==> src/source/video_pkg.sv <==
// ==================================================
// Shared types and constants for the video pattern
// source. Imported by every RTL module.
// ==================================================
package video_pkg;

  // Position counter width, covers 0 to 2047.
  localparam int coord_w = 11;

  // One colour component.
  localparam int level_w = 8;

  // Pixel clock divider field width.
  localparam int div_w = 3;

  // Red, green and blue.
  localparam int num_channels = 3;

  // Wishbone word address width.
  localparam int reg_addr_w = 2;

  // ==================================================
  // Register map, word addresses.
  // ==================================================
  localparam logic [reg_addr_w-1:0] reg_ctrl  = 2'd0;
  localparam logic [reg_addr_w-1:0] reg_red   = 2'd1;
  localparam logic [reg_addr_w-1:0] reg_green = 2'd2;
  localparam logic [reg_addr_w-1:0] reg_blue  = 2'd3;

  // Pattern selection.
  typedef enum logic [1:0] {
    pat_solid   = 2'd0,
    pat_hramp   = 2'd1,
    pat_vramp   = 2'd2,
    pat_checker = 2'd3
  } pattern_e;

  // One timing event from the generator.
  typedef struct packed {
    logic               valid;
    logic [coord_w-1:0] hcnt;
    logic [coord_w-1:0] vcnt;
    logic               hsync;
    logic               vsync;
    logic               blank;
  } timing_t;

  // Control fields held by the register slave.
  typedef struct packed {
    logic             enable;
    logic [div_w-1:0] divider;
    pattern_e         mode;
  } ctrl_t;

  // Output pixel record, red in the high byte.
  typedef struct packed {
    logic                            valid;
    logic [coord_w-1:0]              hcnt;
    logic [coord_w-1:0]              vcnt;
    logic                            hsync;
    logic                            vsync;
    logic                            blank;
    logic [num_channels*level_w-1:0] rgb;
  } pixel_t;

endpackage

==> src/source/channel_pattern.sv <==
// ==================================================
// One colour channel of the test pattern. Picks the
// component from position, mode and level, and
// registers it one clock behind the timing record.
// ==================================================
`timescale 1ns/1ps

module channel_pattern import video_pkg::*; (
  input  logic               clk,
  input  logic               reset_n,
  input  pattern_e           mode,
  input  logic [level_w-1:0] level,
  input  timing_t            timing,
  output logic [level_w-1:0] component
);

  logic [level_w-1:0] pattern_val;
  logic               checker_on;

  // Checker squares of 8 by 8 pixels.
  assign checker_on = timing.hcnt[3] ^ timing.vcnt[3];

  // ==================================================
  // Pattern select.
  // ==================================================
  always_comb begin
    case (mode)
      pat_solid: begin
        pattern_val = level;
      end
      pat_hramp: begin
        // Ramp wraps every 256 pixels.
        pattern_val = timing.hcnt[level_w-1:0];
      end
      pat_vramp: begin
        pattern_val = timing.vcnt[level_w-1:0];
      end
      pat_checker: begin
        pattern_val = checker_on ? level : '0;
      end
      default: begin
        pattern_val = '0;
      end
    endcase
  end

  // Registered every clock, valid or not.
  always_ff @(posedge clk) begin
    if (!reset_n) begin
      component <= '0;
    end else begin
      component <= pattern_val;
    end
  end

endmodule

==> src/source/pixel_merge.sv <==
// ==================================================
// Pixel merger. Delays the timing record to line up
// with the channel outputs, gathers rgb, forces black
// in blanking and registers the output pixel.
// ==================================================
`timescale 1ns/1ps

module pixel_merge import video_pkg::*; (
  input  logic                                 clk,
  input  logic                                 reset_n,
  input  timing_t                              timing,
  input  logic [num_channels-1:0][level_w-1:0] components,
  output pixel_t                               pixel
);

  timing_t                         timing_q;
  logic [num_channels*level_w-1:0] rgb;

  // Red high, blue low.
  assign rgb = {components[0], components[1], components[2]};

  // ==================================================
  // Stage 1 holds timing, stage 2 is the pixel.
  // ==================================================
  always_ff @(posedge clk) begin
    timing_q    <= timing;
    pixel.hcnt  <= timing_q.hcnt;
    pixel.vcnt  <= timing_q.vcnt;
    pixel.hsync <= timing_q.hsync;
    pixel.vsync <= timing_q.vsync;
    pixel.blank <= timing_q.blank;
    // Black during blanking.
    pixel.rgb   <= timing_q.blank ? '0 : rgb;
    pixel.valid <= timing_q.valid;
    // Only the valid flags are cleared.
    if (!reset_n) begin
      timing_q.valid <= 1'b0;
      pixel.valid    <= 1'b0;
    end
  end

endmodule

==> src/source/video_timing.sv <==
// ==================================================
// Video timing generator. Produces a pixel enable from
// clk, counts h and v positions and decodes sync and
// blank into a registered timing record.
// ==================================================
`timescale 1ns/1ps

module video_timing import video_pkg::*; #(
  parameter int h_active = 640,
  parameter int h_front  = 16,
  parameter int h_sync   = 96,
  parameter int h_back   = 48,
  parameter int v_active = 480,
  parameter int v_front  = 10,
  parameter int v_sync   = 2,
  parameter int v_back   = 33,
  parameter bit h_pol    = 1'b0,
  parameter bit v_pol    = 1'b0
) (
  input  logic    clk,
  input  logic    reset_n,
  input  ctrl_t   ctrl,
  output timing_t timing
);

  // ==================================================
  // Frame geometry.
  // ==================================================
  localparam int h_total = h_active + h_front + h_sync + h_back;
  localparam int v_total = v_active + v_front + v_sync + v_back;

  localparam logic [coord_w-1:0] h_last       = coord_w'(h_total - 1);
  localparam logic [coord_w-1:0] v_last       = coord_w'(v_total - 1);
  localparam logic [coord_w-1:0] h_sync_start = coord_w'(h_active + h_front);
  localparam logic [coord_w-1:0] h_sync_end   = coord_w'(h_active + h_front + h_sync);
  localparam logic [coord_w-1:0] v_sync_start = coord_w'(v_active + v_front);
  localparam logic [coord_w-1:0] v_sync_end   = coord_w'(v_active + v_front + v_sync);
  localparam logic [coord_w-1:0] h_vis        = coord_w'(h_active);
  localparam logic [coord_w-1:0] v_vis        = coord_w'(v_active);

  logic [div_w-1:0]   div_cnt;
  logic               pix_en;
  logic [coord_w-1:0] h_cnt;
  logic [coord_w-1:0] v_cnt;
  logic               h_in_sync;
  logic               v_in_sync;
  logic               in_blank;

  // One enable every divider+1 clocks.
  assign pix_en = ctrl.enable && (div_cnt == '0);

  // Divider counter, parked at zero while disabled.
  always_ff @(posedge clk) begin
    if (!reset_n) begin
      div_cnt <= '0;
    end else if (!ctrl.enable) begin
      div_cnt <= '0;
    end else if (div_cnt >= ctrl.divider) begin
      // Also catches a divider lowered mid-count.
      div_cnt <= '0;
    end else begin
      div_cnt <= div_cnt + 1'b1;
    end
  end

  // ==================================================
  // Position counters.
  // ==================================================
  always_ff @(posedge clk) begin
    if (!reset_n) begin
      h_cnt <= '0;
      v_cnt <= '0;
    end else if (!ctrl.enable) begin
      h_cnt <= '0;
      v_cnt <= '0;
    end else if (pix_en) begin
      if (h_cnt == h_last) begin
        h_cnt <= '0;
        // Line done, step the frame.
        v_cnt <= (v_cnt == v_last) ? '0 : v_cnt + 1'b1;
      end else begin
        h_cnt <= h_cnt + 1'b1;
      end
    end
  end

  // Sync windows and blanking from the current counts.
  assign h_in_sync = (h_cnt >= h_sync_start) && (h_cnt < h_sync_end);
  assign v_in_sync = (v_cnt >= v_sync_start) && (v_cnt < v_sync_end);
  assign in_blank  = (h_cnt >= h_vis) || (v_cnt >= v_vis);

  // Registered record, tagged with the counts it decodes.
  always_ff @(posedge clk) begin
    if (!reset_n) begin
      timing.valid <= 1'b0;
      timing.hcnt  <= '0;
      timing.vcnt  <= '0;
      timing.hsync <= ~h_pol;
      timing.vsync <= ~v_pol;
      timing.blank <= 1'b1;
    end else begin
      timing.valid <= pix_en;
      timing.hcnt  <= h_cnt;
      timing.vcnt  <= v_cnt;
      // Polarity applied here.
      timing.hsync <= h_in_sync ~^ h_pol;
      timing.vsync <= v_in_sync ~^ v_pol;
      timing.blank <= in_blank;
    end
  end

endmodule

==> src/source/video_top.sv <==
// ==================================================
// Video test pattern source top level. Wishbone
// registers, timing generator, three colour channels
// and the pixel merger. Geometry is set here.
// ==================================================
`timescale 1ns/1ps

module video_top import video_pkg::*; #(
  parameter int h_active = 640,
  parameter int h_front  = 16,
  parameter int h_sync   = 96,
  parameter int h_back   = 48,
  parameter int v_active = 480,
  parameter int v_front  = 10,
  parameter int v_sync   = 2,
  parameter int v_back   = 33,
  parameter bit h_pol    = 1'b0,
  parameter bit v_pol    = 1'b0
) (
  input  logic                  clk,
  input  logic                  reset_n,
  input  logic                  wb_cyc,
  input  logic                  wb_stb,
  input  logic                  wb_we,
  input  logic [reg_addr_w-1:0] wb_adr,
  input  logic [31:0]           wb_dat_w,
  output logic [31:0]           wb_dat_r,
  output logic                  wb_ack,
  output pixel_t                pixel
);

  ctrl_t                                ctrl;
  logic [num_channels-1:0][level_w-1:0] levels;
  logic [num_channels-1:0][level_w-1:0] components;
  timing_t                              timing;

  // Control registers.
  wb_video_regs i_wb_video_regs (
    .clk      (clk),
    .reset_n  (reset_n),
    .wb_cyc   (wb_cyc),
    .wb_stb   (wb_stb),
    .wb_we    (wb_we),
    .wb_adr   (wb_adr),
    .wb_dat_w (wb_dat_w),
    .wb_dat_r (wb_dat_r),
    .wb_ack   (wb_ack),
    .ctrl     (ctrl),
    .levels   (levels)
  );

  // Timing generator.
  video_timing #(
    .h_active (h_active),
    .h_front  (h_front),
    .h_sync   (h_sync),
    .h_back   (h_back),
    .v_active (v_active),
    .v_front  (v_front),
    .v_sync   (v_sync),
    .v_back   (v_back),
    .h_pol    (h_pol),
    .v_pol    (v_pol)
  ) i_video_timing (
    .clk     (clk),
    .reset_n (reset_n),
    .ctrl    (ctrl),
    .timing  (timing)
  );

  // ==================================================
  // Colour channels, 0 red, 1 green, 2 blue.
  // ==================================================
  for (genvar ch = 0; ch < num_channels; ch++) begin : g_channel
    channel_pattern i_channel_pattern (
      .clk       (clk),
      .reset_n   (reset_n),
      .mode      (ctrl.mode),
      .level     (levels[ch]),
      .timing    (timing),
      .component (components[ch])
    );
  end

  // Output stage.
  pixel_merge i_pixel_merge (
    .clk        (clk),
    .reset_n    (reset_n),
    .timing     (timing),
    .components (components),
    .pixel      (pixel)
  );

endmodule

==> src/source/wb_video_regs.sv <==
// ==================================================
// Wishbone classic slave with the video control
// register and the three channel level registers.
// Single-cycle ack, no bursts.
// ==================================================
`timescale 1ns/1ps

module wb_video_regs import video_pkg::*; (
  input  logic                                   clk,
  input  logic                                   reset_n,
  input  logic                                   wb_cyc,
  input  logic                                   wb_stb,
  input  logic                                   wb_we,
  input  logic [reg_addr_w-1:0]                  wb_adr,
  input  logic [31:0]                            wb_dat_w,
  output logic [31:0]                            wb_dat_r,
  output logic                                   wb_ack,
  output ctrl_t                                  ctrl,
  output logic [num_channels-1:0][level_w-1:0]   levels
);

  logic bus_req;
  logic wr_en;

  // New request only while no ack is out.
  assign bus_req = wb_cyc && wb_stb && !wb_ack;
  assign wr_en   = bus_req && wb_we;

  // ==================================================
  // Handshake.
  // ==================================================
  always_ff @(posedge clk) begin
    if (!reset_n) begin
      wb_ack <= 1'b0;
    end else begin
      // Ack for exactly one cycle.
      wb_ack <= bus_req;
    end
  end

  // ==================================================
  // Register writes, same edge as the ack.
  // ==================================================
  always_ff @(posedge clk) begin
    if (!reset_n) begin
      ctrl   <= '0;
      levels <= '0;
    end else if (wr_en) begin
      case (wb_adr)
        reg_ctrl: begin
          ctrl.enable  <= wb_dat_w[0];
          ctrl.divider <= wb_dat_w[3:1];
          ctrl.mode    <= pattern_e'(wb_dat_w[5:4]);
        end
        reg_red:   levels[0] <= wb_dat_w[level_w-1:0];
        reg_green: levels[1] <= wb_dat_w[level_w-1:0];
        reg_blue:  levels[2] <= wb_dat_w[level_w-1:0];
        default: begin
        end
      endcase
    end
  end

  // Read mux, zero extended.
  always_comb begin
    wb_dat_r = '0;
    case (wb_adr)
      reg_ctrl: begin
        wb_dat_r[0]   = ctrl.enable;
        wb_dat_r[3:1] = ctrl.divider;
        wb_dat_r[5:4] = ctrl.mode;
      end
      reg_red:   wb_dat_r[level_w-1:0] = levels[0];
      reg_green: wb_dat_r[level_w-1:0] = levels[1];
      reg_blue:  wb_dat_r[level_w-1:0] = levels[2];
      default:   wb_dat_r = '0;
    endcase
  end

endmodule
==> config.mk <==
export PLATFORM = sky130hd
export DESIGN_NAME = video_top
export DESIGN_NICKNAME = d
export VERILOG_FILES = /design/src/source/video_pkg.sv /design/src/source/channel_pattern.sv /design/src/source/pixel_merge.sv /design/src/source/video_timing.sv /design/src/source/video_top.sv /design/src/source/wb_video_regs.sv
export SDC_FILE = /design/constraint.sdc
export NUM_CORES = 1
export LEC_CHECK = 0
export BUFFER_PORTS_ARGS = -buffer_cell sky130_fd_sc_hd__buf_2
export CAP_MARGIN = 20
export CORE_ASPECT_RATIO = 1.4
export CORE_MARGIN = 10
export CORE_UTILIZATION = 50
export DETAILED_ROUTE_END_ITERATION = 8
export HOLD_SLACK_MARGIN = 0.05
export MAX_ROUTING_LAYER = met4
export PLACE_DENSITY = 0.81
export SYNTH_ARGS = -nofsm -noshare
export SYNTH_HDL_FRONTEND = slang
export SYNTH_HIERARCHICAL = 1
export SYNTH_SLANG_ARGS = --single-unit
==> constraint.sdc <==
create_clock -name clk -period 1.7 [get_ports clk]
set_input_delay 0.425 -clock clk [delete_from_list [all_inputs] [get_ports clk]]
set_output_delay 0.425 -clock clk [all_outputs]
set_load 0.005 [all_outputs]
* Word-level counts from Yosys, hierarchy flattened
Cells that the tools add are included.
** Storage, ports and cells
- Flip-flop bits (word level) :: 182
- Bits of input ports :: 39
- Output and inout port bits :: 83
** Cells by class
- $add $sub $neg :: 3
- Magnitude comparators :: 7
- Equal/unequal tests :: 8
- Mux-type cells :: 10
- Bitwise logic cells :: 5
- Reductions and logical operators :: 18
** Operators with widths (count)
- $pmux W8 S4 :: 3
- $mux W8 :: 3
- $pmux W6 S4 :: 1
- $add A11 B1 Y11 const B :: 2
- $eq A11 B10 Y1 const B :: 2
- $ge A11 B10 Y1 const B :: 2
- $ge A11 B9 Y1 const B :: 2
- $mux W11 :: 2
- $reduce_and A2 Y1 :: 6
- $lt A11 B10 Y1 const B :: 1
- $lt A11 B9 Y1 const B :: 1
- $eq A2 B2 Y1 const B :: 4
- $logic_and A1 B1 Y1 :: 6
- $pmux W2 S3 :: 1
- $eq A2 B1 Y1 const B :: 2
- $logic_not A2 Y1 :: 2
- $not A1 Y1 :: 4
- $add A3 B1 Y3 const B :: 1
- $ge A3 B3 Y1 :: 1
- $logic_not A3 Y1 :: 1
- $reduce_or A3 Y1 :: 1
- $logic_not A1 Y1 :: 1
- $logic_or A1 B1 Y1 :: 1
- $xor A1 B1 Y1 :: 1

* Logic depth before layout (Yosys ltp)
- Depth in word-level cells :: 4
- Mapped depth :: 7

* Cells and area by module
The synthesis kept the hierarchy.
** By module, submodules not included
- video_timing :: times used 1, cells an instance 226, area each 2140.8 sq um
- pixel_merge :: times used 1, cells an instance 104, area each 1746.7 sq um
- wb_video_regs :: times used 1, cells an instance 151, area each 1546.5 sq um
- channel_pattern :: times used 3, cells an instance 51, area each 484.2 sq um

* Worst setup path before layout
No wires, ideal clock.
- Path kind :: register -> register
- Start point :: register i_video_timing.div_cnt[0]
- End point :: register i_video_timing.h_cnt[9]
- Arrival :: 1787 ps
- Required time :: 1634 ps
- Path slack :: -153 ps
- Stages on the path, launching flop included :: 8
- Clock period less this slack :: 1853 ps
- Cell sequence :: dfxtp_1 > inv_1 > ha_1 > nand3b_4 > buf_6 > or3_4 > or4_4 > a21oi_2
** Between the ends
- Cells in the longest elaborated chain, start to end :: 2
** Ends and longest elaborated chain
- from (decl) :: RTL line video_timing.sv:41 : logic [div_w-1:0] div_cnt;
- from (signal assigned) :: RTL line video_timing.sv:62 : div_cnt <= div_cnt + 1'b1;
- $logic_not A3 Y1 :: RTL line video_timing.sv:50 : assign pix_en = ctrl.enable && (div_cnt == '0);
- $logic_and A1 B1 Y1 :: RTL line video_timing.sv:50
- to (signal assigned) :: RTL line video_timing.sv:82 : h_cnt <= h_cnt + 1'b1;
- to (decl) :: RTL line video_timing.sv:43 : logic [coord_w-1:0] h_cnt;
Every way passes these cells.
A chain may end at the register's enable or synchronous reset.

* Final worst setup path
- Start point :: register i_wb_video_regs/levels[19] (netlist name)
- End point :: output port wb_dat_r[3]
** Between the ends
- Cells in the longest elaborated chain, start to end :: 1
** Ends and longest elaborated chain
- from (decl) :: RTL line wb_video_regs.sv:19 : output logic [num_channels-1:0][level_w-1:0] levels
- $pmux W6 S4 :: RTL line wb_video_regs.sv:67 : case (wb_adr)
- to (decl) :: RTL line video_top.sv:27 : output logic [31:0] wb_dat_r,
Every way passes these cells.

==> flow_summary.toml <==
[run_status]
status = "finished, violations left"
violations = "setup timing"

[cts]
cts_tree = "yes"
path_clk_slew_ns = 0.07
clock-sinks = 182
htree_levels = 4
clk_path_buf_depth = 2
cts_hold_buf = 0
insertion_delay_ns = 0.43
clockRootBuffer = "clkbuf_16"
cts_buffers = 17

[drt]
via_per_inst = 5.21
wl_um = 15400
drc = 0
dr_total_vias = 4887
ant_nets = 0
dr.pass1.iters = 4
drt-initial-drc-count = 273
wl_per_cell_um = 16.4

[synth]
synth_largest_area_cell = "dfxtp_1"
synth_common_cells = "dfxtp_1 (182), nand2_1 (55), mux2i_1 (54), o21ai_0 (26)"
ys_warn_count = 6
seq_area_frac_synth_pct = 52.9
synth_ff_type = "dfxtp_1"
synth_cells = 634
avgSynthCellArea_um2 = 10.9
ys_seq_elements = 182
synth.area.top_cells = "dfxtp_1 (53%), mux2i_1 (7.8%), nand2_1 (3.0%)"
async_flop_share_pct = 0
synth.most_common_cell = "dfxtp_1"
synth-edff-count = 0
ys_types = 59
yosysTopAreaCellShare_pct = 52.9
netlist_area_um2 = 6890

[finish]
regArea_um2 = 3680
fill_cells = 1056
multi_input_area_um2 = 2880
drive_gt1_share_pct = 29.8
fin_cells = 938
postLayoutCoreUtil_pct = 61.5
nNetsFinal = 792
antennaDiodeCount = 0
area_growth_pct = 20.2
final_cell_area_um2 = 8280

[global_route]
grt_overflow_total = 0
grt_max_degree = 53
grt_pass1_wl_um = 24800
antenna_found_initial = 0
grt_usage_pct = 16.5
grt_pass1_vias = 4970

[timing]
final_max_slew_viol_count = 0
setup_viol = 8
max_freq_ghz = 0.548
finalCritPeriodShare_pct = 107
hold_viol = 0
hold_slack_ns = 0.305
rsz0062_at_grt = "yes"
fin_crit_ns = 1.82
finalClockSkew_ns = 0.0114
setup_slack_ns = -0.124

[floorplan]
die_h_um = 159
fp.dieArea_um2 = 18900
io_pins = 122
start_util_pct = 51.2
core_area_um2 = 13500
core.rowCount = 50
die_w_um = 119

[power_and_ir_drop]
p_leak_nw = 3.26
power.total_mw = 8.37
ir_drop_mv = 0.671
power_density_nw_per_um2 = 1010

[job]
maxCapViolations = 0

[worst_setup_path]
crit_family = "multiplexers"
cp.required_ns = 1.27
path_buf_inv = 1
crit_slowest_cell = "mux4_2"
critPathKind = "flip-flop to output port"
crit_chain = "mux4_2 > buf_6"
critPathArrivalTime_ns = 1.40
slowest_delay_ns = 0.49
critPathCaptureType = "output port"
critPathMaxFanout = 2
startpoint_type = "flip-flop"

[placed_design]
port_buffers = 73
gp_congestion = 0.886
dp.cells = 891
dpl_cell_area_um2 = 7460
dpl.hpwl_um = 10900

[hold_path]
hp-class = "input pin to flip-flop"
area by class of cell:
type	count	area share, %
timing repair buffer	127	9.87
inverter	18	0.816
sequential	182	44.5
multi-input combinational	397	34.8
clock inverter	14	1.94
tap	182	2.75
clock buffer	18	5.31
per-stage QoR:
step	setup TNS (ns)	setup WS (ns)
floorplan	-0.0528	-0.0528
global placement	-0.245	-0.0662
detailed placement	-0.287	-0.0586
CTS	-0.814	-0.134
global route	-1.04	-0.164
finish	-0.684	-0.124
logic make-up (layout without fill, tap and decap cells):
logic type | after synthesis | after routing | share of synthesized area [%]
AND/OR/NAND/NOR | 204 | 204 | 18.0
flip-flops | 182 | 182 | 52.9
AO/OA/AOI/OAI | 84 | 84 | 8.21
buffers and inverters | 78 | 177 | 7.16
multiplexers | 62 | 62 | 10.2
XOR/XNOR | 13 | 13 | 1.65
adder cells (fa/ha/maj) | 10 | 10 | 1.82
other | 1 | 24 | 0.0545
layout by cell type (no fill, tap or decap), types with 5 or more instances in the layout:
cell type / synthesis / layout
nor2b_2: 14 / 14
inv_1: 18 / 16
and2b_1: 5 / 5
nor2_1: 14 / 14
buf_2: 12 / 67
a22o_1: 23 / 23
and2_1: 25 / 25
o21ai_0: 26 / 26
nand3b_1: 22 / 22
nand4_1: 7 / 7
mux2i_1: 54 / 54
xnor2_1: 13 / 13
o21a_1: 5 / 5
nor2b_1: 8 / 8
nor4_1: 6 / 5
buf_6: 7 / 5
dfxtp_2: 0 / 19
conb_1: 1 / 24
buf_4: 25 / 52
dfxtp_1: 182 / 159
nand2_1: 55 / 55
a21oi_1: 9 / 9
mux4_2: 4 / 6
ha_1: 10 / 9
clkbuf_16: 0 / 17
nand3_1: 15 / 14
worst paths after layout:
check	from	end	slack [ns]	depth (start not counted)
worst max register to register	i_video_timing/div_cnt[0]$_SDFF_PP0_	i_video_timing/h_cnt[9]$_SDFFE_PN0P_	0.01	6
worst min-delay path	wb_dat_w[6]	i_wb_video_regs/levels[6]$_SDFFE_PN0P_	0.31	3
worst max-delay path	i_wb_video_regs/levels[19]$_SDFFE_PN0P_	wb_dat_r[3]	-0.12	2
worst min register to register	i_pixel_merge/timing_q[18]$_DFF_P_	i_pixel_merge/pixel[42]$_DFF_P_	0.33	0
power breakdown:
part	internal [mW]	switching, mW
logic	0.0859	0.135
registers	4.28	0.00931
clock network	2.12	1.75
total	6.48	1.89
state kept, by name, indices dropped and copies added (netlist names):
signal                                 cells
i_video_timing/v_cnt                      11
i_wb_video_regs/ctrl                       6
i_pixel_merge/pixel                       50
g_channel.i_channel_pattern/component     24
i_video_timing/h_cnt                      11
i_wb_video_regs/levels                    24
i_wb_video_regs/wb_ack                     1
i_video_timing/timing                     26
i_pixel_merge/timing_q                    26
i_video_timing/div_cnt                     3
repair_timing:
action                                  CTS  global route
pin swaps                                 0             6
resized for setup                        24            16
cloned                                    0             0
endpoints found under the setup margin    9            29
setup buffers                            11             4
metal layers:
metal / part of all wire, % / vias to the layer above / track usage [%]
met5: 0 / - / -
met4: 4.1 / 0 / 9.52
met3: 6.1 / 42 / 4.93
met2: 50 / 164 / 27.5
met1: 39 / 2324 / 16.9
li1: - / 2357 / -
worst register-to-register path, cell delays in order (launching register included):
cell	delay, ns
dfxtp_2	0.34
inv_2	0.07
ha_4	0.15
nand3b_4	0.09
or3_4	0.38
or4_4	0.49
a21oi_2	0.12
Note: power is estimated with default switching activity, not from simulation.
